`src/ni_pkg.sv`:
```
package ni_pkg;

    // network and channel sizing
    localparam int NUM_VC       = 2;    // one DMA channel per virtual channel
    localparam int VC_IDX_W     = 1;
    localparam int CREDIT_DEPTH = 4;    // router input buffer slots per VC
    localparam int CREDIT_CNT_W = $clog2(CREDIT_DEPTH + 1);
    localparam int FPAY_W       = 32;
    localparam int FLIT_W       = 2 + NUM_VC + FPAY_W;
    localparam int EADDR_W      = 8;
    localparam int CLASS_W      = 2;
    localparam int SIZE_W       = 10;   // transfer size in words
    localparam int REG_ADDR_W   = 4;
    localparam int SLAVE_ADDR_W = 7;
    localparam int ERR_W        = 2;

    typedef logic [31:0]             word_t;
    typedef logic [EADDR_W-1:0]      eaddr_t;
    typedef logic [CLASS_W-1:0]      class_t;
    typedef logic [SIZE_W-1:0]       size_t;
    typedef logic [NUM_VC-1:0]       vc_mask_t;
    typedef logic [VC_IDX_W-1:0]     vc_idx_t;
    typedef logic [FLIT_W-1:0]       flit_t;
    typedef logic [1:0]              flit_flag_t;
    typedef logic [REG_ADDR_W-1:0]   reg_addr_t;
    typedef logic [SLAVE_ADDR_W-1:0] slave_addr_t;

    // per-channel register field, channel number sits above it
    localparam reg_addr_t REG_STATUS     = 4'd0;
    localparam reg_addr_t REG_IRQ_CTRL   = 4'd1;
    localparam reg_addr_t REG_SEND_SIZE  = 4'd3;
    localparam reg_addr_t REG_SEND_START = 4'd4;
    localparam reg_addr_t REG_SEND_DEST  = 4'd5;
    localparam reg_addr_t REG_SEND_CTRL  = 4'd6;
    localparam reg_addr_t REG_ERRORS     = 4'd12;

    localparam int SEND_DONE_EN_LOC  = 0;
    localparam int ERROR_EN_LOC      = 3;
    localparam int SEND_DONE_ISR_LOC = 4;
    localparam int ERROR_ISR_LOC     = 7;
    localparam int STATUS_ISR_LOC    = 8;   // done isr mirrored in STATUS

    localparam int ERR_ILLEGAL_START_LOC = 0;
    localparam int ERR_ZERO_SIZE_LOC     = 1;

    localparam int CLASS_LOC = 16;  // in SEND_DEST and header payload
    localparam int SRC_LOC   = 8;

    localparam flit_flag_t HDR_FLAG  = 2'b10;
    localparam flit_flag_t BDY_FLAG  = 2'b00;
    localparam flit_flag_t TAIL_FLAG = 2'b01;

    typedef enum logic [1:0] {
        SEND_IDLE,
        SEND_WAIT_GRANT,
        SEND_HEADER,
        SEND_BODY
    } send_state_e;

endpackage

```
`src/ni_packetizer.sv`:
```
`timescale 1ns/1ps

module ni_packetizer (
    input  ni_pkg::vc_mask_t grant_i,
    input  ni_pkg::eaddr_t   current_e_addr_i,
    input  ni_pkg::eaddr_t   send_dest_i  [ni_pkg::NUM_VC],
    input  ni_pkg::class_t   send_class_i [ni_pkg::NUM_VC],
    input  ni_pkg::vc_mask_t hdr_wr_i,
    input  ni_pkg::vc_mask_t rd_stb_i,
    input  ni_pkg::vc_mask_t last_i,
    input  ni_pkg::word_t    rd_addr_i    [ni_pkg::NUM_VC],
    input  ni_pkg::word_t    m_send_dat_i,
    input  logic             m_send_ack_i,
    output ni_pkg::word_t    m_send_addr_o,
    output logic             m_send_stb_o,
    output logic             m_send_cyc_o,
    output ni_pkg::flit_t    flit_out_o,
    output logic             flit_out_wr_o
);
    import ni_pkg::*;

    vc_idx_t           sel;
    logic              send_hdr;
    logic              ack_wr;
    logic [FPAY_W-1:0] hdr_payload;
    logic [FPAY_W-1:0] payload;
    flit_flag_t        flag;

    // one-hot grant to index
    always_comb begin
        sel = '0;
        for (int i = 0; i < NUM_VC; i++) begin
            if (grant_i[i]) sel = vc_idx_t'(i);
        end
    end

    assign m_send_addr_o = rd_addr_i[sel];
    assign m_send_stb_o  = |(rd_stb_i & grant_i);
    assign m_send_cyc_o  = m_send_stb_o;

    assign send_hdr      = |(hdr_wr_i & grant_i);
    assign ack_wr        = m_send_ack_i & m_send_stb_o;   // each ack is one flit
    assign flit_out_wr_o = send_hdr | ack_wr;

    always_comb begin
        hdr_payload                        = '0;
        hdr_payload[EADDR_W-1:0]           = send_dest_i[sel];
        hdr_payload[SRC_LOC +: EADDR_W]    = current_e_addr_i;
        hdr_payload[CLASS_LOC +: CLASS_W]  = send_class_i[sel];
    end

    assign flag    = send_hdr ? HDR_FLAG : (last_i[sel] ? TAIL_FLAG : BDY_FLAG);
    assign payload = send_hdr ? hdr_payload : m_send_dat_i[FPAY_W-1:0];

    assign flit_out_o = {flag, grant_i, payload};   // vc field is the grant itself

endmodule

```
`config.mk`:
```
export PLATFORM = sky130hd
export DESIGN_NAME = ni_packetizer
export DESIGN_NICKNAME = d
export VERILOG_FILES = /design/src/ni_pkg.sv /design/src/ni_packetizer.sv
export SDC_FILE = /design/constraint.sdc
export NUM_CORES = 1
export LEC_CHECK = 0
export ABC_CLOCK_PERIOD_IN_PS = 1000
export BUFFER_PORTS_ARGS = -buffer_cell sky130_fd_sc_hd__buf_4
export CORE_AREA = 2 2 79 81
export DETAILED_ROUTE_END_ITERATION = 8
export DIE_AREA = 0 0 81 83
export SLEW_MARGIN = 5
export SYNTH_ARGS = -nofsm -noshare
export SYNTH_HDL_FRONTEND = slang
export SYNTH_SLANG_ARGS = --single-unit
```
`constraint.sdc`:
```
create_clock -name vclk -period 1
set_input_delay 0.05 -clock vclk [all_inputs]
set_output_delay 0.05 -clock vclk [all_outputs]
set_load 0.02 [all_outputs]
```
==> flow_summary.json, run 1 <==
{
  "drtIter0Drc": 26,
  "outcome": "finished with violations",
  "synthCells": 92,
  "syn_area_um2": 935,
  "leakage_nw": 1.62,
  "grt_use_met3": 0.0359,
  "grt_util_met2": 0.286,
  "synth_top_area_share": 0.639,
  "gr-usage-met1": 0.157,
  "drv_cap": 0,
  "hold_class": "input pin to primary output",
  "wl_um": 5650,
  "final_max_slew_viol_count": 0,
  "cp.required_ps": 950,
  "ctsHoldBuffers": 0,
  "grt_max_degree": 13,
  "viasPerCell": 4.24,
  "switchingPower_w": 0.000683,
  "grt_pass1_vias": 1566,
  "routabilityCongestion": 0.792,
  "slew-limit-headroom": 0.874,
  "internal_power_w": 0.00112,
  "crit_type": "input pin to primary output",
  "synth_top_area_cell": "mux2_2",
  "yosysWarnings": 0,
  "flops_and_latches": 0,
  "critPathMaxStageDelay_ps": 300,
  "die_y_um": 83,
  "clock_power_share": 0,
  "rsz0062_at_grt": "true",
  "synth.avg_cell_area_um2": 10.2,
  "die_area_um2": 6720,
  "path_max_fanout": 5,
  "grt_overflow_total": 0,
  "p_comb_frac": 1.000,
  "violations": "setup timing",
  "std_cell_rows": 28,
  "hold_viol_final": 0,
  "core_area_um2": 5820,
  "crit_chain": "buf_6, a22oi_4, buf_12, buf_8, mux2_4, buf_6",
  "initial_core_util": 0.161,
  "vdd_drop_max_v": 0.000277,
  "final_core_util": 0.525,
  "ioPinCount": 204,
  "pre_cts_slack_ps": -128,
  "cp_slowest_cell": "mux2_4",
  "crit_path_frequent_cell": "buf_6",
  "worst_pin_slew_ps": 189,
  "synth_area_leaders": "mux2_2 (64%), mux2_4 (11%), and2_1 (9.4%)",
  "grt_use_total": 0.145,
  "antenna_found_initial": 0,
  "drive_gt1_frac": 0.964,
  "drc": 0,
  "antenna_cells": 0,
  "start_kind": "input pin",
  "wl_per_cell_um": 14.8,
  "layout.nets": 442,
  "period_share": 1.09,
  "syn_to_final_growth_pct": 227,
  "cp-end-kind": "primary output",
  "vias": 1621,
  "finalCriticalPeriod_ps": 1090,
  "busiest_layer": "met2",
  "yosys-top-cells-count": "mux2_2 (53), and2_1 (14), mux2_4 (7), buf_4 (5)",
  "port_buffers": 204,
  "firstDrtPassIters": 4,
  "finalSetupViolations": 29,
  "synth_most_common_cell": "mux2_2",
  "powerDensity_nw_per_um2": 589,
  "grt_pass1_wl_um": 7840,
  "dieWidth_um": 81,
  "ys_seq_area_frac": 0,
  "clock.fmax_mhz": 913,
  "seq_area_um2": 0,
  "pwr-share-seq": 0,
  "hpwl_um": 4540,
  "final.clkbuf_count": 0,
  "syn_nets": 225,
  "drtAntennaViolNets": 0,
  "p_sw_frac": 0.380,
  "synth_cell_types": 13,
  "cp_data_arrival_time_ps": 1040,
  "setup_ws_ps": -95.0
}
power groups by stage:
stage          combinational [W]  sequential, W  clock [W]
3_5_place_dp             0.00151              0          0
6_report                 0.00180              0          0
4_1_cts                  0.00174              0          0
2_1_floorplan           0.000705              0          0
5_1_grt                  0.00190              0          0
3_3_place_gp             0.00149              0          0
final timing paths:
kind,startpoint,end,cells past startpoint
min,m_send_dat_i[20],flit_out_o[20],3
max,hdr_wr_i[0],flit_out_o[14],6
layout make-up:
type / instances / area [µm²]
well taps: 75 / 93.8
multi-input cells: 79 / 892
inverters: 1 / 11.3
repair buffers: 227 / 2060
fillers: 524 / 2760
per-stage QoR:
| step | hold WS, ps | total power (W) | instance area [µm²] | cells | TNS (ps) |
|---|---|---|---|---|---|
| finish | 402 | 0.00180 | 3050 | 382 | -1670 |
| global placement | 399 | 0.00149 | 2580 | 369 | -3320 |
| global route | 415 | 0.00190 | 3050 | 382 | -2710 |
| CTS | 404 | 0.00174 | 2900 | 377 | -2000 |
| floorplan | 213 | 0.000705 | 937 | 92 | 0 |
| detailed placement | 405 | 0.00151 | 2580 | 369 | -3730 |
critical path: cells and delay by family:
kind                   cells  cell delay (ps)
multiplexers               1              300
AO/OA/AOI/OAI              1              220
buffers and inverters      4              480
per-layer routing:
metal,up-vias,wire [µm]
li1,768,-
met1,745,1870
met2,106,3090
met3,2,664
met4,0,34
met5,-,0
timing repair:
action                                  4_1_cts  5_1_grt
cloned                                        3        3
pin swaps                                     1        2
endpoints found under the setup margin       52       44
buffers inserted                              5        3
gates resized for setup                      55       16
cell families after synthesis:
family	share of synthesized area
AND/OR/NAND/NOR	0.0977
buffers and inverters	0.100
AO/OA/AOI/OAI	0.0402
multiplexers	0.762
layout by cell type (no fill, tap or decap):
master / netlist / layout
buf_16: 0 / 3
a22oi_4: 1 / 1
buf_12: 0 / 6
mux2_4: 7 / 16
mux2i_1: 1 / 1
a21o_1: 1 / 1
and2_4: 0 / 7
buf_6: 3 / 38
inv_8: 0 / 1
buf_8: 0 / 3
nor2_1: 1 / 1
and2_1: 14 / 7
a22o_1: 1 / 1
buf_4: 5 / 174
clkbuf_16: 0 / 3
mux2_2: 53 / 44
Power figures use the tool's default switching activity.
==> run 2, diff against run 1 <==
ABC_CLOCK_PERIOD_IN_PS = 1200   (was 1000)
CAP_MARGIN = 30   (was default)
TNS_END_PERCENT = 5   (was default)
clock period = 1.2 ns   (was 1 ns; I/O delays follow)
==> run 2 against run 1 <==
Effect of this change:
- the flow now finishes without violations
- largest cell class unchanged
- clock-buffer cell count unchanged
- highest routed layer is now met3
- die area unchanged
- critical path depth decreased by 1
- critical path type unchanged
==> flow_summary.json, run 2 (same netlist as run 1, synthesis figures left out) <==
{
  "drv_cap": 0,
  "antenna_found_initial": 0,
  "finalSetupViolations": 0,
  "stdcell_count": 365,
  "hold_class": "input pin to primary output",
  "flops_and_latches": 0,
  "grt_pass1_vias": 1596,
  "drive_gt1_frac": 0.938,
  "seq_area_um2": 0,
  "dpl_cell_area_um2": 2550,
  "drc": 0,
  "hp-start": "grant_i[0]",
  "port_buffers": 204,
  "final_common_cell": "buf_4",
  "grt_pass1_wl_um": 7660,
  "period_share": 0.971,
  "layout.nets": 425,
  "final_cell_mix": "buf_4 (206), mux2_2 (53), and2_1 (14), mux2_4 (7), buf_12 (3)",
  "cp-end-kind": "primary output",
  "slew-limit-headroom": 0.856,
  "start_kind": "input pin",
  "viasPerCell": 4.08,
  "crit_chain": "buf_4, a22oi_4, buf_12, mux2_2, buf_4",
  "rsz0062_at_grt": "false",
  "setup_ws_ps": 35.1,
  "cp_slowest_cell": "mux2_2",
  "wl_per_cell_um": 14.1,
  "grt_max_degree": 23,
  "grt_overflow_total": 0,
  "crit_path_frequent_cell": "buf_4",
  "dp_cells": 365,
  "core_area_um2": 5820,
  "multiInputGateArea_um2": 841,
  "drtIter0Drc": 14,
  "final_core_util": 0.440,
  "pre_cts_slack_ps": 20.6,
  "std_cell_rows": 28,
  "cp_data_arrival_time_ps": 1100,
  "ctsHoldBuffers": 0,
  "leakage_nw": 1.37,
  "vdd_drop_max_v": 0.000223,
  "final_max_slew_viol_count": 0,
  "crit_type": "input pin to primary output",
  "ioPinCount": 204,
  "critPathMaxStageDelay_ps": 340,
  "die_area_um2": 6720,
  "path_max_fanout": 22,
  "wl_um": 5150,
  "n_fill_cell": 601,
  "hold_viol_final": 0,
  "firstDrtPassIters": 3,
  "post_cts_buffers": 0,
  "clock.fmax_mhz": 858,
  "finalCriticalPeriod_ps": 1160,
  "routabilityCongestion": 0.743,
  "critPathLaunch": "hdr_wr_i[0]",
  "dieWidth_um": 81,
  "die_y_um": 83,
  "outcome": "complete, no violations",
  "final.clkbuf_count": 0,
  "antenna_cells": 0,
  "cp.required_ps": 1140,
  "design_area_um2": 2560,
  "grt_use_total": 0.140,
  "fin_tns_setup_ps": 0,
  "vias": 1490,
  "worst_pin_slew_ps": 216,
  "initial_core_util": 0.161,
  "syn_to_final_growth_pct": 174,
  "powerDensity_nw_per_um2": 483,
  "drtAntennaViolNets": 0,
  "hpwl_um": 4720
}
-- run 2: layout make-up --
| cell class | count | share of cell area |
|---|---|---|
| Tap cell | 75 | 0.0367 |
| Timing Repair Buffer | 210 | 0.632 |
| Multi-Input combinational cell | 79 | 0.329 |
| Inverter | 1 | 0.00244 |
-- run 2: path summary, 6_finish.rpt --
check	cells past startpoint	endpoint
setup / recovery	5	flit_out_o[10]
hold / removal	2	flit_out_o[32]
-- run 2: stage by stage --
step / total power (W) / hold slack [ps]
after floorplan: 0.000586 / 233
final: 0.00124 / 370
after detailed placement: 0.00125 / 375
after global routing: 0.00131 / 377
after global placement: 0.00124 / 370
after CTS: 0.00125 / 376
-- run 2: repair_timing --
action / in CTS / in global routing
setup endpoints to repair: 0 / 5
hold endpoints to repair: 0 / 0
resized for setup: 0 / 3
-- run 2: metal layers --
metal  wire length (µm)  global-route usage
met1               1680               0.144
met3                603              0.0261
met4                  0                   0
met2               2860               0.297
met5                  0                   0
-- run 2: worst max-delay path, delay by kind of cell --
kind	cells	cell delay (ps)
buffers and inverters	3	460
AO/OA/AOI/OAI	1	240
multiplexers	1	340
-- run 2: report_power, final --
group	internal, W	switching (W)	leakage [nW]	total [W]
clock network	0	0	0	0
logic	0.000728	0.000509	1.37	0.00124
registers	0	0	0	0
