## src/ni_pkg.sv

```systemverilog
package ni_pkg;

    // network and channel sizing
    localparam int NUM_VC       = 2;    // one DMA channel per virtual channel
    localparam int VC_IDX_W     = 1;
    localparam int CREDIT_DEPTH = 4;    // router input buffer slots per VC
    localparam int CREDIT_CNT_W = $clog2(CREDIT_DEPTH + 1);
    localparam int FPAY_W       = 32;
    localparam int FLIT_W       = 2 + NUM_VC + FPAY_W;
    localparam int EADDR_W      = 8;
    localparam int CLASS_W      = 2;
    localparam int SIZE_W       = 10;   // transfer size in words
    localparam int REG_ADDR_W   = 4;
    localparam int SLAVE_ADDR_W = 7;
    localparam int ERR_W        = 2;

    typedef logic [31:0]             word_t;
    typedef logic [EADDR_W-1:0]      eaddr_t;
    typedef logic [CLASS_W-1:0]      class_t;
    typedef logic [SIZE_W-1:0]       size_t;
    typedef logic [NUM_VC-1:0]       vc_mask_t;
    typedef logic [VC_IDX_W-1:0]     vc_idx_t;
    typedef logic [FLIT_W-1:0]       flit_t;
    typedef logic [1:0]              flit_flag_t;
    typedef logic [REG_ADDR_W-1:0]   reg_addr_t;
    typedef logic [SLAVE_ADDR_W-1:0] slave_addr_t;

    // per-channel register field, channel number sits above it
    localparam reg_addr_t REG_STATUS     = 4'd0;
    localparam reg_addr_t REG_IRQ_CTRL   = 4'd1;
    localparam reg_addr_t REG_SEND_SIZE  = 4'd3;
    localparam reg_addr_t REG_SEND_START = 4'd4;
    localparam reg_addr_t REG_SEND_DEST  = 4'd5;
    localparam reg_addr_t REG_SEND_CTRL  = 4'd6;
    localparam reg_addr_t REG_ERRORS     = 4'd12;

    localparam int SEND_DONE_EN_LOC  = 0;
    localparam int ERROR_EN_LOC      = 3;
    localparam int SEND_DONE_ISR_LOC = 4;
    localparam int ERROR_ISR_LOC     = 7;
    localparam int STATUS_ISR_LOC    = 8;   // done isr mirrored in STATUS

    localparam int ERR_ILLEGAL_START_LOC = 0;
    localparam int ERR_ZERO_SIZE_LOC     = 1;

    localparam int CLASS_LOC = 16;  // in SEND_DEST and header payload
    localparam int SRC_LOC   = 8;

    localparam flit_flag_t HDR_FLAG  = 2'b10;
    localparam flit_flag_t BDY_FLAG  = 2'b00;
    localparam flit_flag_t TAIL_FLAG = 2'b01;

    typedef enum logic [1:0] {
        SEND_IDLE,
        SEND_WAIT_GRANT,
        SEND_HEADER,
        SEND_BODY
    } send_state_e;

endpackage

```

## src/ni_slave_regs.sv

```systemverilog
`timescale 1ns/1ps

module ni_slave_regs (
    input  logic                clk,
    input  logic                reset,
    input  ni_pkg::word_t       s_dat_i,
    input  ni_pkg::slave_addr_t s_addr_i,
    input  logic                s_stb_i,
    input  logic                s_we_i,
    output ni_pkg::word_t       s_dat_o,
    output logic                s_ack_o,
    input  ni_pkg::vc_mask_t    send_busy_i,
    input  ni_pkg::vc_mask_t    send_done_i,
    output ni_pkg::vc_mask_t    start_o,
    output ni_pkg::size_t       send_size_o       [ni_pkg::NUM_VC],
    output ni_pkg::word_t       send_start_addr_o [ni_pkg::NUM_VC],
    output ni_pkg::eaddr_t      send_dest_o       [ni_pkg::NUM_VC],
    output ni_pkg::class_t      send_class_o      [ni_pkg::NUM_VC],
    output logic                irq_o
);
    import ni_pkg::*;

    vc_idx_t          ch;
    reg_addr_t        field;
    logic             wr_en;
    logic             clear_errors;
    logic [ERR_W-1:0] err_flags [NUM_VC];
    vc_mask_t         err_vec;
    logic             done_en;
    logic             err_en;
    logic             done_isr;
    logic             err_isr;

    assign ch    = s_addr_i[REG_ADDR_W +: VC_IDX_W];
    assign field = s_addr_i[REG_ADDR_W-1:0];
    assign wr_en = s_stb_i & s_we_i & ~s_ack_o;   // write lands in the strobe cycle

    // error clear from either IRQ_CTRL or ERRORS
    assign clear_errors = wr_en && s_dat_i[ERROR_ISR_LOC]
                          && (field == REG_IRQ_CTRL || field == REG_ERRORS);

    always_ff @(posedge clk or posedge reset) begin
        if (reset) begin
            s_ack_o <= 1'b0;
        end else begin
            s_ack_o <= s_stb_i & ~s_ack_o;   // single cycle ack
        end
    end

    always_ff @(posedge clk or posedge reset) begin
        if (reset) begin
            start_o <= '0;
            for (int i = 0; i < NUM_VC; i++) begin
                send_size_o[i]       <= '0;
                send_start_addr_o[i] <= '0;
                send_dest_o[i]       <= '0;
                send_class_o[i]      <= '0;
                err_flags[i]         <= '0;
            end
        end else begin
            start_o <= '0;
            for (int i = 0; i < NUM_VC; i++) begin
                if (clear_errors) err_flags[i] <= '0;
                if (wr_en && ch == vc_idx_t'(i)) begin
                    case (field)
                        REG_SEND_SIZE:  send_size_o[i] <= s_dat_i[SIZE_W-1:0];
                        REG_SEND_START: send_start_addr_o[i] <= s_dat_i;
                        REG_SEND_DEST: begin
                            send_dest_o[i]  <= s_dat_i[EADDR_W-1:0];
                            send_class_o[i] <= s_dat_i[CLASS_LOC +: CLASS_W];
                        end
                        REG_SEND_CTRL: begin
                            // pending start counts as busy too
                            if (send_busy_i[i] || start_o[i]) begin
                                err_flags[i][ERR_ILLEGAL_START_LOC] <= 1'b1;
                            end else if (send_size_o[i] == '0) begin
                                err_flags[i][ERR_ZERO_SIZE_LOC] <= 1'b1;
                            end else begin
                                start_o[i] <= 1'b1;
                            end
                        end
                        default: ;
                    endcase
                end
            end
        end
    end

    always_comb begin
        for (int i = 0; i < NUM_VC; i++) err_vec[i] = |err_flags[i];
    end

    // isr bits only set when no slave write is taken
    always_ff @(posedge clk or posedge reset) begin
        if (reset) begin
            done_en  <= 1'b0;
            err_en   <= 1'b0;
            done_isr <= 1'b0;
            err_isr  <= 1'b0;
        end else if (wr_en) begin
            if (field == REG_IRQ_CTRL) begin
                done_en <= s_dat_i[SEND_DONE_EN_LOC];
                err_en  <= s_dat_i[ERROR_EN_LOC];
                if (s_dat_i[SEND_DONE_ISR_LOC]) done_isr <= 1'b0;   // write one to clear
            end
            if (clear_errors) err_isr <= 1'b0;
        end else begin
            if (|send_done_i) done_isr <= 1'b1;
            if (|err_vec) err_isr <= 1'b1;
        end
    end

    assign irq_o = (done_isr & done_en) | (err_isr & err_en);

    always_comb begin
        s_dat_o = '0;
        case (field)
            REG_IRQ_CTRL: begin
                s_dat_o[SEND_DONE_EN_LOC]  = done_en;
                s_dat_o[ERROR_EN_LOC]      = err_en;
                s_dat_o[SEND_DONE_ISR_LOC] = done_isr;
                s_dat_o[ERROR_ISR_LOC]     = err_isr;
            end
            REG_SEND_SIZE:  s_dat_o[SIZE_W-1:0] = send_size_o[ch];
            REG_SEND_START: s_dat_o = send_start_addr_o[ch];
            REG_SEND_DEST: begin
                s_dat_o[EADDR_W-1:0]          = send_dest_o[ch];
                s_dat_o[CLASS_LOC +: CLASS_W] = send_class_o[ch];
            end
            REG_ERRORS:     s_dat_o[ERR_W-1:0] = err_flags[ch];
            default: begin  // STATUS and anything unmapped
                s_dat_o[NUM_VC-1:0]    = send_busy_i;
                s_dat_o[STATUS_ISR_LOC] = done_isr;
            end
        endcase
    end

endmodule

```

## config.mk

```make
export PLATFORM = sky130hd
export DESIGN_NAME = ni_slave_regs
export DESIGN_NICKNAME = d
export VERILOG_FILES = /design/src/ni_pkg.sv /design/src/ni_slave_regs.sv
export SDC_FILE = /design/constraint.sdc
export NUM_CORES = 1
export LEC_CHECK = 0
export BUFFER_PORTS_ARGS = -buffer_cell sky130_fd_sc_hd__buf_2
export CAP_MARGIN = 30
export CORE_ASPECT_RATIO = 1.1
export CORE_MARGIN = 1
export CORE_UTILIZATION = 50
export CTS_CLUSTER_SIZE = 8
export DETAILED_ROUTE_END_ITERATION = 8
export GPL_TIMING_DRIVEN = 1
export MAX_ROUTING_LAYER = met4
export PLACE_DENSITY = 0.8
export REMOVE_ABC_BUFFERS = 1
export SLEW_MARGIN = 0
export SYNTH_ARGS = -nofsm -noshare
export SYNTH_HDL_FRONTEND = slang
export SYNTH_SLANG_ARGS = --single-unit
```

## constraint.sdc

```tcl
create_clock -name clk -period 7 [get_ports clk]
set_input_delay 1.4 -clock clk [delete_from_list [all_inputs] [get_ports clk]]
set_output_delay 1.4 -clock clk [all_outputs]
set_load 0.005 [all_outputs]
```

==> impl_results.md, run 1 <==
* Outcome: completed
* Final instance area at 7150 µm²
* Fin Clk Skew at 7.42 ps
* Final setup vio count at 0
* DPL Wire Length at 9920 µm
* Via Count at 4,142
* Initial Util at 51.9%
* CTS Hold Bufs at 0
* Clk_lat worst skew at 400 ps
* Final Critical Period at 4530 ps
* Pre-antenna DRT Iters at 7
* Post-placement cell area at 6550 µm²
* Maximum buffer depth of the clock tree at 2
* Number of synthesized flops with an enable pin at 0
* Fillers at 824
* Root Driver: clkbuf_16
* Top area cells in the synthesized netlist: dfrtp_1, mux2_2, mux2i_1
* Total of max-cap violations at 0
* Final #Nets at 633
* Most common cell in the netlist: dfrtp_1
* Buffers added on ports at 184
* Worst Path Arrival at 3130 ps
* Post-Syn Area per Cell at 13.8 µm²
* N_diodes at 0
* Mapped Cells at 397
* DR iter-0 viols at 129
* First-pass GRT wire length at 23,100 µm
* CORE AREA at 10,500 µm²
* Antenna violations before repair at 0
* Register area at 2880 µm²
* Share of the synthesized area in the top cell type at 52.6%
* Crit-path max FO at 58
* Die ar. at 11,400 µm²
* Post-route antenna net violation count at 0
* Pre-CTS setup slack at 2470 ps
* Final worst slack at 2470 ps
* Flops & latches, synth at 115
* PwrDens at 273 nW/µm²
* CP Data Required Time at 5600 ps
* GRT Util Overall at 28.2%
* Max-slew violations at 0
* Largest area contributor in the netlist: dfrtp_1
* RSZ-0062 raised after global routing: false
* Syn Std Cell Area at 5480 µm²
* Period utilisation layout at 64.7%
* Io pins at 187
* # rows at 39
* Routed wire length per instance at 19.6 µm
* Worst setup SP type: input pin
* CTS Buf Count at 17
* Register area share after synthesis at 52.6%
* Grt ovf at 0
* Area Growth Syn to Fin at 30.7%
* P_leak at 3.96 nW
* Setup crit end kind: primary output
* Main flop type after synthesis: dfrtp_1
* Largest net degree at the start of global routing at 59
* Synth warn at 0
* Die height at 112 µm
* Multi-input gate area at 2460 µm²
* Clock sink total at 115
* Vias in the first global route at 4,279
* TNS Setup at 0 ps
* Post-CTS sizing at 0
* Crit Path Class: in -> out
* # Post-CTS Setup Buffers at 0
* Unique cell type count in the Yosys netlist at 40
* Post-synth top cells: dfrtp_1, mux2_2, mux2i_1
* Worst min path class: reg -> reg
* H-tree depth at 4
* Die Width at 102 µm
* Ys async rst share at 100%
* Final hold violations at 0
* DRT Wirelength at 14,600 µm
* Max Clk Rate at 0.221 GHz
* Share of post-route cells with drive strength above 1 at 56.6%
* Final Wtd Congestion at 0.849
* TritonCTS clock tree: yes
* Worst rel slew slack at 35.1%
* Peak supply drop at 160 µV
* Number of remaining DRC errors at 0
* Post-DR vias/cell at 5.58
* CTS clk-pin slew, worst paths at 50 ps
* Slew at the pin with the worst max-slew slack at 961 ps
==> path summary, 6_finish.rpt <==
kind / slack (ps) / to / depth (start not counted) / from
max: 2470 / s_dat_o[0] / 5 / s_addr_i[4]
min: 520 / send_start_addr_o[7]$_DFFE_PP0P_ / 1 / send_start_addr_o[7]$_DFFE_PP0P_
max reg2reg: 4640 / send_dest_o[12]$_DFFE_PP0P_ / 3 / s_ack_o$_DFF_PP0_
min reg2reg: 520 / send_start_addr_o[7]$_DFFE_PP0P_ / 1 / send_start_addr_o[7]$_DFFE_PP0P_
max in group asynchronous: 4870 / send_dest_o[3]$_DFFE_PP0P_ / 4 / reset
min in group asynchronous: 980 / send_start_addr_o[23]$_DFFE_PP0P_ / 2 / reset
==> cell families (layout without fill, tap and decap cells) <==
logic type / count (synthesis) / after routing / synth area share (%)
mux: 160 / 160 / 33.9
flops: 115 / 115 / 52.6
compound gates: 34 / 34 / 4.46
buf+inv: 26 / 228 / 2.74
simple gates: 62 / 62 / 6.35
==> power by group <==
part | total [mW] | internal, mW | switching (mW)
Sequential | 0.803 | 0.739 | 0.0649
Clock | 0.878 | 0.583 | 0.295
Combinational | 0.275 | 0.156 | 0.120
Total | 1.96 | 1.48 | 0.480
==> critical path, stage by stage <==
cell,delay [ps]
buf_4,710
mux2_2,420
a222oi_1,320
a31oi_1,120
buf_2,140
==> state kept, by name (all words and copies together) (netlist names) <==
signal	flops
done_en	1
done_isr	1
err_en	1
err_flags	4
err_isr	1
s_ack_o	1
send_class_o	4
send_dest_o	16
send_size_o	20
send_start_addr_o	64
start_o	2
==> per-stage QoR <==
step / utilization, % / std cells / power, mW / hold WS [ps]
finish: 67.9 / 742 / 1.96 / 525
global route: 67.9 / 742 / 2.04 / 540
CTS: 67.9 / 742 / 1.97 / 527
detailed placement: 62.2 / 710 / 1.09 / 516
global placement: 61.5 / 707 / 1.07 / 500
floorplan: - / 377 / 0.943 / 493
==> layout make-up <==
class	count	share of cell area (%)
multi-input combinational	256	34.3
inverter	6	0.350
tap	143	2.50
timing repair buffer	190	14.2
sequential	115	40.2
clock inverter	11	1.85
clock buffer	21	6.58
==> routing by layer <==
metal	GRT usage [%]	vias up	share of wire [%]
met5	-	-	0
met1	35.7	2103	43
met2	42.8	172	48
met3	7.85	24	6.1
li1	-	1843	-
met4	10.8	0	2.2
==> cells in the final DEF, fill, tap and decap left out, types with 5 or more instances in the layout <==
cell type and count:
buf_2 183, clkbuf_16 17, clkinv_2 7, dfrtp_1 115, inv_1 5, mux2_2 83, mux2_4 30, mux2i_1 47
nand2_1 5, nor2_1 26, nor4_1 5, nor4bb_1 5, o22ai_1 13
(Power assumes the default switching activity.)
==> inputs of run 2 (changes only) <==
==> constraint.sdc (replaced) <==
create_clock -name clk -period 4.7 [get_ports clk]
set_input_delay 0.94 -clock clk [delete_from_list [all_inputs] [get_ports clk]]
set_output_delay 0.94 -clock clk [all_outputs]
set_load 0.005 [all_outputs]
==> run 2 against run 1 <==
  * Sequential power up 49%
  * Clock skew increased by 1.3 ps
  * Worst hold slack got worse by 4.6 ps
  * Via count grew 0.58%
  * Combinational power grew 50%
  * First-iteration DRC count up 43%
  * Global-route usage rose by 0.12 points
  * Final area grew 0.44%
  * Register-to-register slack worse by 2200 ps
  * Largest cell class unchanged
  * Largest power group unchanged
==> impl_results.md, run 2 (same netlist as run 1, synthesis figures left out) <==
* CTS clk-pin slew, worst paths at 50 ps
* GRT Util Overall at 28.3%
* Slew at the pin with the worst max-slew slack at 986 ps
* Setup crit end kind: primary output
* Final #Nets at 635
* Buffers added on ports at 184
* Die Width at 102 µm
* Overall power after layout at 3.02 mW
* Worst setup SP type: input pin
* Fillers at 794
* Fin util at 68.2%
* Die height at 112 µm
* Post-placement cell area at 6530 µm²
* Peak supply drop at 320 µV
* DR iter-0 viols at 185
* Die ar. at 11,400 µm²
* Antenna violations before repair at 0
* Final setup vio count at 0
* Final Wtd Congestion at 0.836
* Share of post-route cells with drive strength above 1 at 56.6%
* Clk_lat worst skew at 420 ps
* Total of max-cap violations at 0
* Hold slack at 520 ps
* Final hold violations at 0
* # rows at 39
* TNS Setup at 0 ps
* Maximum buffer depth of the clock tree at 2
* Post-route antenna net violation count at 0
* Max-slew violations at 0
* Via Count at 4,166
* Routed wire length per instance at 19.9 µm
* Io pins at 187
* Outcome: completed
* Worst rel slew slack at 34.3%
* Clock sink total at 115
* Final instance area at 7190 µm²
* Max reg flops at 64
* Area Growth Syn to Fin at 31.2%
* Cells after DPL at 712
* Grt ovf at 0
* Final Critical Period at 3710 ps
* Crit-path max FO at 25
* First-pass GRT wire length at 23,000 µm
* H-tree depth at 4
* Vias in the first global route at 4,273
* Number of remaining DRC errors at 0
* Most flops, register: send_start_addr_o
* # Post-CTS Setup Buffers at 0
* Root Driver: clkbuf_16
* CP Data Required Time at 3760 ps
* RSZ-0062 raised after global routing: false
* Fin Clk Skew at 8.70 ps
* Final worst slack at 986 ps
* Initial Util at 51.9%
* PwrDens at 421 nW/µm²
* CTS Buf Count at 17
* P_leak at 3.98 nW
* Post-DR vias/cell at 5.60
* Commonest cells after routing, fill and taps aside: buf_2, dfrtp_1, mux2_2
* Post-CTS sizing at 0
* CORE AREA at 10,500 µm²
* DRT Wirelength at 14,800 µm
* TritonCTS clock tree: yes
* Final non-filler cell total at 744
* Max Clk Rate at 0.269 GHz
* Worst Path Arrival at 2770 ps
* CTS Hold Bufs at 0
* DPL Wire Length at 10,100 µm
* Crit Path Class: in -> out
* Biggest regs: send_start_addr_o x64, send_size_o x20, send_dest_o x16
* Largest net degree at the start of global routing at 59
* Period utilisation layout at 79.0%
* Worst min path class: reg -> reg
* Pre-CTS setup slack at 995 ps
* Pre-antenna DRT Iters at 4
* Most common cell after layout, fill and taps aside: buf_2
* N_diodes at 0
## run 2: final timing paths
path,cells after the start,end,from,slack (ps)
worst max-delay path,6,s_dat_o[0],s_addr_i[3],990
worst min-delay path,1,s_ack_o$_DFF_PP0_,s_ack_o$_DFF_PP0_,520
worst max register to register,3,send_dest_o[11]$_DFFE_PP0P_,s_ack_o$_DFF_PP0_,2430
worst min register to register,1,s_ack_o$_DFF_PP0_,s_ack_o$_DFF_PP0_,520
max in group asynchronous,3,send_size_o[13]$_DFFE_PP0P_,reset,3160
min in group asynchronous,2,send_start_addr_o[31]$_DFFE_PP0P_,reset,640
## run 2: layer usage
| layer | up-vias | global-route usage, % | wire length [µm] |
|---|---|---|---|
| met1 | 2099 | 35.7 | 6310 |
| met2 | 185 | 43.9 | 7230 |
| li1 | 1855 | - | - |
| met4 | 0 | 12.2 | 320 |
| met5 | - | - | 0 |
| met3 | 27 | 6.03 | 958 |
## run 2: cell type report
cell class / count / area [µm²] / area share [%]
Inverter: 6 / 25.0 / 0.348
Tap cell: 143 / 179 / 2.49
Multi-Input combinational cell: 256 / 2460 / 34.2
Sequential cell: 115 / 2880 / 40.0
Timing Repair Buffer: 192 / 996 / 13.9
Clock buffer: 22 / 474 / 6.60
Clock inverter: 10 / 178 / 2.47
## run 2: critical path, cell delays in order
cell and delay [ps]:
buf_2 140, or4b_1 820, buf_4 370, a2bb2oi_1 180, a31oi_1 180, buf_2 130
## run 2: where the power goes
part / internal, mW / switching [mW]
logic: 0.231 / 0.181
clock network: 0.978 / 0.437
registers: 1.10 / 0.0976
total: 2.31 / 0.716
