[config.mk]
export PLATFORM = sky130hd
export DESIGN_NAME = ni_ovc_credit
export DESIGN_NICKNAME = d
export VERILOG_FILES = /design/src/ni_pkg.sv /design/src/ni_ovc_credit.sv
export SDC_FILE = /design/constraint.sdc
export NUM_CORES = 1
export LEC_CHECK = 0
export BUFFER_PORTS_ARGS = -buffer_cell sky130_fd_sc_hd__buf_2
export CORE_AREA = 2 2 39 41
export DETAILED_ROUTE_END_ITERATION = 12
export DIE_AREA = 0 0 41 43
export GPL_TIMING_DRIVEN = 0
export PLACE_DENSITY_LB_ADDON = 0.05
export SLEW_MARGIN = 20
export SYNTH_ARGS = -nofsm -noshare
export SYNTH_HDL_FRONTEND = slang
export SYNTH_SLANG_ARGS = --single-unit
[constraint.sdc]
create_clock -name clk -period 2.85 [get_ports clk]
set_input_delay 0 -clock clk [delete_from_list [all_inputs] [get_ports clk]]
set_output_delay 0 -clock clk [all_outputs]
set_load 0.01 [all_outputs]
[src/ni_pkg.sv]
package ni_pkg;

    // network and channel sizing
    localparam int NUM_VC       = 2;    // one DMA channel per virtual channel
    localparam int VC_IDX_W     = 1;
    localparam int CREDIT_DEPTH = 4;    // router input buffer slots per VC
    localparam int CREDIT_CNT_W = $clog2(CREDIT_DEPTH + 1);
    localparam int FPAY_W       = 32;
    localparam int FLIT_W       = 2 + NUM_VC + FPAY_W;
    localparam int EADDR_W      = 8;
    localparam int CLASS_W      = 2;
    localparam int SIZE_W       = 10;   // transfer size in words
    localparam int REG_ADDR_W   = 4;
    localparam int SLAVE_ADDR_W = 7;
    localparam int ERR_W        = 2;

    typedef logic [31:0]             word_t;
    typedef logic [EADDR_W-1:0]      eaddr_t;
    typedef logic [CLASS_W-1:0]      class_t;
    typedef logic [SIZE_W-1:0]       size_t;
    typedef logic [NUM_VC-1:0]       vc_mask_t;
    typedef logic [VC_IDX_W-1:0]     vc_idx_t;
    typedef logic [FLIT_W-1:0]       flit_t;
    typedef logic [1:0]              flit_flag_t;
    typedef logic [REG_ADDR_W-1:0]   reg_addr_t;
    typedef logic [SLAVE_ADDR_W-1:0] slave_addr_t;

    // per-channel register field, channel number sits above it
    localparam reg_addr_t REG_STATUS     = 4'd0;
    localparam reg_addr_t REG_IRQ_CTRL   = 4'd1;
    localparam reg_addr_t REG_SEND_SIZE  = 4'd3;
    localparam reg_addr_t REG_SEND_START = 4'd4;
    localparam reg_addr_t REG_SEND_DEST  = 4'd5;
    localparam reg_addr_t REG_SEND_CTRL  = 4'd6;
    localparam reg_addr_t REG_ERRORS     = 4'd12;

    localparam int SEND_DONE_EN_LOC  = 0;
    localparam int ERROR_EN_LOC      = 3;
    localparam int SEND_DONE_ISR_LOC = 4;
    localparam int ERROR_ISR_LOC     = 7;
    localparam int STATUS_ISR_LOC    = 8;   // done isr mirrored in STATUS

    localparam int ERR_ILLEGAL_START_LOC = 0;
    localparam int ERR_ZERO_SIZE_LOC     = 1;

    localparam int CLASS_LOC = 16;  // in SEND_DEST and header payload
    localparam int SRC_LOC   = 8;

    localparam flit_flag_t HDR_FLAG  = 2'b10;
    localparam flit_flag_t BDY_FLAG  = 2'b00;
    localparam flit_flag_t TAIL_FLAG = 2'b01;

    typedef enum logic [1:0] {
        SEND_IDLE,
        SEND_WAIT_GRANT,
        SEND_HEADER,
        SEND_BODY
    } send_state_e;

endpackage

[src/ni_ovc_credit.sv]
`timescale 1ns/1ps

module ni_ovc_credit (
    input  logic             clk,
    input  logic             reset,
    input  logic             flit_wr_i,
    input  ni_pkg::vc_mask_t grant_i,
    input  ni_pkg::vc_mask_t credit_in_i,
    output ni_pkg::vc_mask_t full_o
);
    import ni_pkg::*;

    logic [CREDIT_CNT_W-1:0] depth [NUM_VC];   // flits not yet credited
    vc_mask_t                wr_vc;

    assign wr_vc = flit_wr_i ? grant_i : '0;

    for (genvar i = 0; i < NUM_VC; i++) begin : g_vc
        always_ff @(posedge clk or posedge reset) begin
            if (reset) begin
                depth[i] <= '0;
            end else begin
                case ({wr_vc[i], credit_in_i[i]})
                    2'b10:   depth[i] <= depth[i] + 1'b1;
                    2'b01:   depth[i] <= depth[i] - 1'b1;
                    default: ;   // both or neither, no change
                endcase
            end
        end

        assign full_o[i] = (depth[i] == CREDIT_CNT_W'(CREDIT_DEPTH));
    end

endmodule

==> results of run 1 <==
per-stage QoR:
step	hold slack (ns)	util	cell area (sq um)	power, W	std cells
after detailed placement	-0.0726	0.283	392	0.000322	53
after global placement	-0.0763	0.283	392	0.000314	53
final	0.146	0.307	424	0.000391	57
after floorplan	-0.209	-	332	0.000277	29
after global routing	0.176	0.307	424	0.000445	57
after CTS	0.153	0.307	424	0.000402	57
worst reg2reg max path, delay by kind of cell (launching register included):
family	cells	cell delay [ns]
adder cells (fa/ha/maj)	1	0.43
XOR/XNOR	2	0.33
buffers and inverters	1	0.07
flip-flops	1	0.34
AND/OR/NAND/NOR	1	0.11
area by class of cell:
| class | count | area, sq um | area share |
|---|---|---|---|
| timing repair buffer | 9 | 50.0 | 0.118 |
| tap | 16 | 20.0 | 0.0472 |
| clock buffer | 3 | 22.5 | 0.0531 |
| sequential | 6 | 150 | 0.354 |
| inverter | 4 | 15.0 | 0.0354 |
| multi-input combinational | 19 | 166 | 0.392 |
cell families after synthesis:
group,Yosys count,synth area share
AND/OR/NAND/NOR,7,0.0981
XOR/XNOR,6,0.159
flip-flops,6,0.453
buffers and inverters,4,0.0453
adder cells (fa/ha/maj),4,0.196
AO/OA/AOI/OAI,1,0.0151
multiplexers,1,0.0340
path summary, 6_finish.rpt:
kind,to,depth (start not counted)
hold reg to reg,depth[0]$_DFFE_PP0P_,1
setup / recovery,depth[2]$_DFFE_PP0P_,5
max in group asynchronous,depth[4]$_DFFE_PP0P_,3
min in group asynchronous,depth[5]$_DFFE_PP0P_,3
setup reg to reg,depth[2]$_DFFE_PP0P_,5
hold / removal,depth[3]$_DFFE_PP0P_,3
metal layers:
metal,up-vias,part of all wire
met5,-,0
met4,0,0
li1,114,-
met2,3,0.51
met3,0,0.037
met1,95,0.45
power by group through the flow:
stage / clock, W / combinational, W / sequential, W
floorplan: 0 / 0.000117 / 0.000160
global placement: 0 / 0.000147 / 0.000167
detailed placement: 0 / 0.000154 / 0.000168
CTS: 0.0000806 / 0.000155 / 0.000167
global route: 0.0000885 / 0.000184 / 0.000173
finish: 0.0000779 / 0.000148 / 0.000165
placed cells by master (no fill, tap or decap):
cell type | Yosys | final
and3_1 | 1 | 1
buf_2 | 0 | 8
clkbuf_4 | 0 | 3
dfrtp_1 | 6 | 6
dlygate4sd3_1 | 0 | 1
fa_1 | 2 | 2
ha_1 | 2 | 2
inv_1 | 4 | 4
mux2_2 | 1 | 1
nand2_1 | 3 | 3
nor2_1 | 2 | 2
nor3b_1 | 1 | 1
o21ai_0 | 1 | 1
xnor2_1 | 3 | 3
xor2_1 | 3 | 3
==> flow_summary.yaml, run 1 <==
outcome:
  status: "complete, no violations"
setup_path:
  crit_path_top_delay_cell: "fa_1"
  critPathLaunch: "depth[1]$_DFFE_PP0P_"
  reg2reg_slack_ns: 1.51
  r2r_start: "depth[1]$_DFFE_PP0P_"
  critPathCaptureType: "flip-flop"
  crit_path_max_incr_delay_ns: 0.43
  critPathRequiredTime_ns: 3.01
  critPathMostFrequentCell: "xor2_1"
  worstPathCellList: "inv_1 -> fa_1 -> xor2_1 -> nor2_1 -> xor2_1"
  critPathLaunchType: "flip-flop"
  crit_buf_inv: 1
  worstPathMaxFanout: 2
  crit_type: "reg2reg"
  cp.arrival_ns: 1.51
  crit_family: "adder cells"
min_path:
  min_path_type: "in2reg"
  hold_path_startpoint: "credit_in_i[0]"
clock_network:
  ctsLongestPathBuffers: 2
  cts.sinks: 6
  path_clk_slew_ns: 0.05
  insertion_delay_ns: 0.24
  cts_resized: 0
  cts_root_buffer: "clkbuf_4"
  cts_tree: "done"
  cts_setup_buffers: 0
  hold_buffers: 1
  htree_levels: 1
  cts_buffers: 3
route:
  drt_first_pass_iters: 3
  drcViolationCount: 0
  drt-wirelength-per-cell_microns: 9.00
  final_antenna_net_count: 0
  wirelength_microns: 513
  vias: 212
  drt_iter0_markers: 5
  drt-vias-per-instance: 3.72
die:
  die_area_sq_um: 1760
  core_sq_um: 1380
  die_y_microns: 43
  num_rows: 14
  ioPinCount: 9
  chipWidth_microns: 41
  initial_core_util: 0.240
finish:
  n_antenna_cell: 0
  drive_gt1_frac: 0.293
  fillers: 153
  top_register: "depth"
  area_growth_pct: 27.9
  reg_top3: "depth (6)"
  num-nets-final: 54
  largest_register_ff_count: 6
synthesis:
  avgSynthCellArea_sq_um: 11.4
  async_reset_ff_frac: 1.00
  yosys_register_bits: 6
  ys.flop_type: "dfrtp_1"
  synthCells: 29
  yosys-top-cells-area: "dfrtp_1 (45%), fa_1 (12%), xnor2_1 (7.9%)"
  yosysTopAreaCellShare: 0.453
  synth_commonest_cells: "dfrtp_1 (6), inv_1 (4), nand2_1 (3), xnor2_1 (3), xor2_1 (3)"
  synth_edf_count: 0
  yosys_warnings: 0
  syn_nets: 40
  synth_seq_area_share: 0.453
  ys_types: 12
  post-synth-top-area-cell: "dfrtp_1"
  yosysMostFrequentCell: "dfrtp_1"
  syn_area_sq_um: 332
sta:
  maxSlewHeadroom: 0.846
  finalClockSkew_ns: 0.00254
  worst_pin_slew_ns: 0.230
  rsz0062_at_grt: "false"
  setup_viol: 0
  final_max_slew_viol_count: 0
  fin_ws_ns: 1.51
  hold_violations: 0
  fin_crit_ns: 1.34
  fin_setup_tns_ns: 0
  period_share: 0.471
  max_freq_ghz: 0.745
power:
  p_int_w: 0.000260
  switching_share: 0.336
  clkPwrFrac: 0.199
  power_density_nw_per_um2: 922
  p_leak_nw: 0.212
  vdd_ir_drop_max_mv: 0.318
  seqPwrFrac: 0.423
  p_switching_w: 0.000131
  comb_power_share: 0.378
place:
  pre_cts_slack_ns: 1.49
  io_buffers: 8
  gp_congestion: 0.618
  place_hpwl_microns: 445
global_routing:
  grt_first_pass_wirelength_mm: 1.02
  gr-max-usage-layer: "met2"
  gr-usage-met2: 0.131
  grtUsageTotal: 0.0902
  met1_usage: 0.106
  overflow: 0
  grt_max_degree: 7
  use_met3: 0.0314
  grt_pass1_vias: 257
  antenna_found_initial: 0
flow_run:
  drv_cap: 0
Power figures use the tool's default switching activity.
==> run 2: changes to the inputs <==
- clock period: 2.85 -> 1.38 ns (I/O delays scaled with it)
==> run 2 against run 1 <==
  * Sequential cell count is the same
  * Register-to-register slack got worse by 1.4 ns
  * Wire length is 2.7% higher
  * First-iteration DRC count fell by 20%
  * Core utilization rose by 1.5 points
  * Cell count is 3.5% higher
  * Sequential share of layout area shrank 1.4 points
  * Global-route usage is the same
  * Die area is the same
  * Largest cell class unchanged
  * Largest power group is now combinational cells
==> flow_summary.yaml, run 2 (synthesis gave the netlist of run 1 again) <==
outcome:
  status: "complete, no violations"
min_path:
  min_to: "depth[3]$_DFFE_PP0P_"
  hold_depth: 3
  min_path_type: "in2reg"
  hold_path_startpoint: "credit_in_i[0]"
setup_path:
  reg2reg_slack_ns: 0.1
  r2r_start: "depth[3]$_DFFE_PP0P_"
  crit_family: "flip-flops"
  worstPathMaxFanout: 3
  crit_path_top_delay_cell: "dfrtp_2"
  crit_buf_inv: 0
  critPathCaptureType: "flip-flop"
  worstPathCellList: "fa_2 -> xnor2_1 -> nor2_1 -> xor2_1"
  timing.rr.end: "depth[5]$_DFFE_PP0P_"
  cp.arrival_ns: 1.41
  reg2reg_depth: 4
  critPathLaunchType: "flip-flop"
  crit_type: "reg2reg"
  critPathRequiredTime_ns: 1.51
  crit_path_max_incr_delay_ns: 0.42
power:
  clkPwrFrac: 0.184
  power_density_nw_per_um2: 1960
  vdd_ir_drop_max_mv: 0.662
  p_leak_nw: 0.218
  p_switching_w: 0.000289
  p_int_w: 0.000585
  comb_power_share: 0.420
  switching_share: 0.330
  seqPwrFrac: 0.396
clock_network:
  cts_buffers: 3
  cts_root_buffer: "clkbuf_4"
  insertion_delay_ns: 0.24
  cts_tree: "done"
  htree_levels: 1
  path_clk_slew_ns: 0.05
  cts.sinks: 6
  ctsLongestPathBuffers: 2
finish:
  drive_gt1_frac: 0.442
  seq_area_sq_um: 151
  n_antenna_cell: 0
  reg_top3: "depth (6)"
  final_common_cell: "buf_2"
  num-nets-final: 56
  top_register: "depth"
  fin_area_sq_um: 445
  largest_register_ff_count: 6
  fillers: 152
  layout_common_cells: "buf_2 (8), dfrtp_1 (5)"
  multiInputGateArea_sq_um: 171
  area_growth_pct: 34.3
route:
  final_antenna_net_count: 0
  wirelength_microns: 527
  drt-vias-per-instance: 3.68
  vias: 217
  drt_first_pass_iters: 2
  drt_iter0_markers: 4
  drcViolationCount: 0
  wl_met2_microns: 265
  drt-met1-wl_microns: 251
  met3_length_microns: 10
  dr.max_layer_used: "met3"
  drt-wirelength-per-cell_microns: 8.93
sta:
  fin_crit_ns: 1.28
  max_freq_ghz: 0.778
  maxSlewHeadroom: 0.846
  hold_violations: 0
  worst_pin_slew_ns: 0.230
  fin_setup_tns_ns: 0
  setup_viol: 0
  finalClockSkew_ns: 0.00324
  whs_ns: 0.140
  period_share: 0.931
  final_max_slew_viol_count: 0
  rsz0062_at_grt: "false"
global_routing:
  grtUsageTotal: 0.0902
  overflow: 0
  grt_max_degree: 7
  grt_pass1_vias: 257
  antenna_found_initial: 0
  grt_first_pass_wirelength_mm: 1.02
place:
  io_buffers: 8
  placed_cell_area_sq_um: 392
  place_hpwl_microns: 445
  gp_congestion: 0.618
die:
  core_sq_um: 1380
  ioPinCount: 9
  initial_core_util: 0.240
  num_rows: 14
  die_area_sq_um: 1760
  die_y_microns: 43
  chipWidth_microns: 41
flow_run:
  drv_cap: 0
-- run 2: cell types whose count changed in the layout (fill, tap and decap cells not counted), sizes merged --
cell | previous run | this run
buf | 8 | 10
-- run 2: stage by stage --
stage / cells / setup WS [ns] / total power, W / utilization
final: 59 / 0.0953 / 0.000874 / 0.322
after global placement: 53 / 0.0315 / 0.000649 / 0.283
after detailed placement: 53 / 0.0185 / 0.000664 / 0.283
after global routing: 59 / 0.000801 / 0.000983 / 0.322
after floorplan: 29 / 0.0904 / 0.000572 / -
after CTS: 57 / 0.0213 / 0.000831 / 0.307
-- run 2: worst register-to-register path, stage by stage (launching register included) --
cell and delay (ns):
dfrtp_2 0.42, fa_2 0.39, xnor2_1 0.14, nor2_1 0.07, xor2_1 0.15
-- run 2: cell type report --
class / instances / share of cell area
clock buffer: 3 / 0.0506
inverter: 4 / 0.0337
multi-input combinational: 19 / 0.385
sequential: 6 / 0.340
tap: 16 / 0.0449
timing repair buffer: 11 / 0.146
-- run 2: power by group through the flow --
| stage | Clock (W) | Combinational (W) | Sequential (W) |
|---|---|---|---|
| 6_report | 0.000161 | 0.000367 | 0.000346 |
| 3_3_place_gp | 0 | 0.000304 | 0.000345 |
| 3_5_place_dp | 0 | 0.000318 | 0.000347 |
| 5_1_grt | 0.000180 | 0.000442 | 0.000361 |
| 4_1_cts | 0.000166 | 0.000320 | 0.000345 |
| 2_1_floorplan | 0 | 0.000241 | 0.000331 |
-- run 2: worst max path at each step --
| stage | slack, ns | cells after the start | end | from |
|---|---|---|---|---|
| 2_1_floorplan | 0.09 | 4 | depth[5]$_DFFE_PP0P_ | depth[3]$_DFFE_PP0P_ |
| 3_3_place_gp | 0.03 | 4 | depth[5]$_DFFE_PP0P_ | depth[3]$_DFFE_PP0P_ |
| 3_5_place_dp | 0.02 | 4 | depth[5]$_DFFE_PP0P_ | depth[3]$_DFFE_PP0P_ |
| 4_1_cts | 0.02 | 5 | depth[2]$_DFFE_PP0P_ | depth[1]$_DFFE_PP0P_ |
| 5_1_grt | 0.0008 | 4 | depth[5]$_DFFE_PP0P_ | depth[3]$_DFFE_PP0P_ |
| 6_report | 0.1 | 4 | depth[5]$_DFFE_PP0P_ | depth[3]$_DFFE_PP0P_ |
-- run 2: what timing repair did --
action                                  4_1_cts  5_1_grt
endpoints found under the setup margin        0        2
resized for setup                             0        5
endpoints found under the hold margin         6        0
buffers inserted                              0        2
hold buffers                                  1        0
-- run 2: metal layers --
| layer | vias to the layer above | track usage |
|---|---|---|
| li1 | 117 | - |
| met1 | 97 | 0.106 |
| met2 | 3 | 0.131 |
| met3 | 0 | 0.0314 |
| met4 | 0 | 0.0600 |
| met5 | - | 0 |
==> run 3: changes to the inputs <==
- clock period: 1.38 -> 1.4 ns (I/O delays scaled with it)
==> run 3 against run 2 <==
  * Sequential cell count stayed put
  * First-iteration DRC count is the same
  * Fmax decreased by 1.4%
  * Critical path depth rose by 1
  * Setup slack gained 0.0013 ns
  * Cell area is 1.7% lower
  * Clock skew about the same
  * Cell count is 1.7% lower
  * Core utilization down 0.54 points
  * Sequential share of layout area increased by 0.58 points
  * Critical path type unchanged
==> flow_summary.yaml, run 3 (synthesis gave the netlist of run 1 again) <==
global_routing:
  grtUsageTotal: 0.0902
  antenna_found_initial: 0
  grt_max_degree: 7
  grt_first_pass_wirelength_mm: 1.02
  overflow: 0
  grt_pass1_vias: 257
power:
  power_density_nw_per_um2: 1910
  vdd_ir_drop_max_mv: 0.655
  p_leak_nw: 0.215
setup_path:
  reg2reg_depth: 5
  crit_path_max_incr_delay_ns: 0.38
  crit_path_top_delay_cell: "fa_2"
  reg2reg_slack_ns: 0.1
  critPathRequiredTime_ns: 1.56
  r2r_start: "depth[1]$_DFFE_PP0P_"
  cp.arrival_ns: 1.46
  crit_family: "adder cells"
  worstPathCellList: "inv_1 -> fa_2 -> xor2_1 -> nor2_1 -> xor2_1"
  worstPathMaxFanout: 2
  crit_buf_inv: 1
  critPathCaptureType: "flip-flop"
  timing.rr.end: "depth[2]$_DFFE_PP0P_"
  critPathLaunchType: "flip-flop"
  critPathMostFrequentCell: "xor2_1"
  crit_type: "reg2reg"
min_path:
  hold_path_startpoint: "credit_in_i[0]"
  min_path_type: "in2reg"
  hold_depth: 3
  min_to: "depth[3]$_DFFE_PP0P_"
clock_network:
  insertion_delay_ns: 0.24
  cts_tree: "done"
  cts_root_buffer: "clkbuf_4"
  ctsLongestPathBuffers: 2
  cts_buffers: 3
  htree_levels: 1
  path_clk_slew_ns: 0.05
  cts.sinks: 6
place:
  dp.cells: 53
  place_hpwl_microns: 445
  pre_cts_slack_ns: 0.0385
  gp_congestion: 0.618
  io_buffers: 8
die:
  die_area_sq_um: 1760
  core_sq_um: 1380
  ioPinCount: 9
  num_rows: 14
  die_y_microns: 43
  initial_core_util: 0.240
  chipWidth_microns: 41
route:
  wirelength_microns: 522
  drt_iter0_markers: 4
  vias: 214
  drt-wirelength-per-cell_microns: 9.00
  final_antenna_net_count: 0
  drt-vias-per-instance: 3.69
  drcViolationCount: 0
  drt_first_pass_iters: 2
finish:
  largest_register_ff_count: 6
  fillers: 152
  fin_cells: 58
  num-nets-final: 55
  reg_top3: "depth (6)"
  layout_common_cells: "buf_2 (8), dfrtp_1 (5), inv_1 (4)"
  drive_gt1_frac: 0.381
  final_common_cell: "buf_2"
  top_register: "depth"
  n_antenna_cell: 0
  area_growth_pct: 32.1
outcome:
  status: "complete, no violations"
sta:
  period_share: 0.931
  whs_ns: 0.143
  fin_setup_tns_ns: 0
  worst_pin_slew_ns: 0.231
  final_max_slew_viol_count: 0
  fin_crit_ns: 1.30
  finalClockSkew_ns: 0.00334
  maxSlewHeadroom: 0.846
  hold_violations: 0
  rsz0062_at_grt: "false"
  max_freq_ghz: 0.767
  fin_ws_ns: 0.0966
  setup_viol: 0
flow_run:
  drv_cap: 0
run 3: cell count changes in the layout (fill, tap and decap cells not counted):
cell,delta
inv_1,+2
inv_2,-2
buf_4,-1
run 3: repair_timing:
action / CTS / global route
resized for setup: 0 / 3
endpoints found under the setup margin: 0 / 2
hold endpoints to repair: 6 / 0
hold buffers: 1 / 0
setup buffers: 0 / 1
run 3: layer usage:
metal  routed length [microns]  vias to the layer above  track usage
met1                       252                       96        0.106
li1                          -                      115            -
met2                       260                        3        0.131
met3                        10                        0       0.0314
met4                         0                        0       0.0600
met5                         0                        -            0
run 3: where the power goes:
| group | internal (W) | leakage [nW] | switching, W |
|---|---|---|---|
| Combinational | 0.000190 | 0.132 | 0.000147 |
| Clock | 0.0000969 | 0.0138 | 0.0000617 |
| Sequential | 0.000270 | 0.0696 | 0.0000684 |
| Total | 0.000557 | 0.215 | 0.000277 |
run 3: worst reg2reg max path, stage by stage, from the launching register on:
cell and delay [ns]:
dfrtp_1 0.34, inv_1 0.07, fa_2 0.38, xor2_1 0.16, nor2_1 0.12, xor2_1 0.15
run 3: worst max-delay path by stage:
stage	start	endpoint	cells past startpoint
3_5_place_dp	depth[3]$_DFFE_PP0P_	depth[5]$_DFFE_PP0P_	4
5_1_grt	depth[1]$_DFFE_PP0P_	depth[2]$_DFFE_PP0P_	5
2_1_floorplan	depth[3]$_DFFE_PP0P_	depth[5]$_DFFE_PP0P_	4
6_report	depth[1]$_DFFE_PP0P_	depth[2]$_DFFE_PP0P_	5
3_3_place_gp	depth[3]$_DFFE_PP0P_	depth[5]$_DFFE_PP0P_	4
4_1_cts	depth[1]$_DFFE_PP0P_	depth[2]$_DFFE_PP0P_	5
run 3: metrics by stage:
stage / power (W) / instance area [sq um] / util
final: 0.000835 / 438 / 0.316
after global routing: 0.000944 / 438 / 0.316
after CTS: 0.000819 / 424 / 0.307
after detailed placement: 0.000655 / 392 / 0.283
after global placement: 0.000639 / 392 / 0.283
after floorplan: 0.000564 / 332 / -
run 3: cell type report:
| cell class | count | area [sq um] | share of cell area |
|---|---|---|---|
| multi-input combinational | 19 | 171 | 0.391 |
| sequential | 6 | 151 | 0.346 |
| inverter | 4 | 15.0 | 0.0343 |
| tap | 16 | 20.0 | 0.0457 |
| timing repair buffer | 10 | 57.6 | 0.131 |
| clock buffer | 3 | 22.5 | 0.0514 |
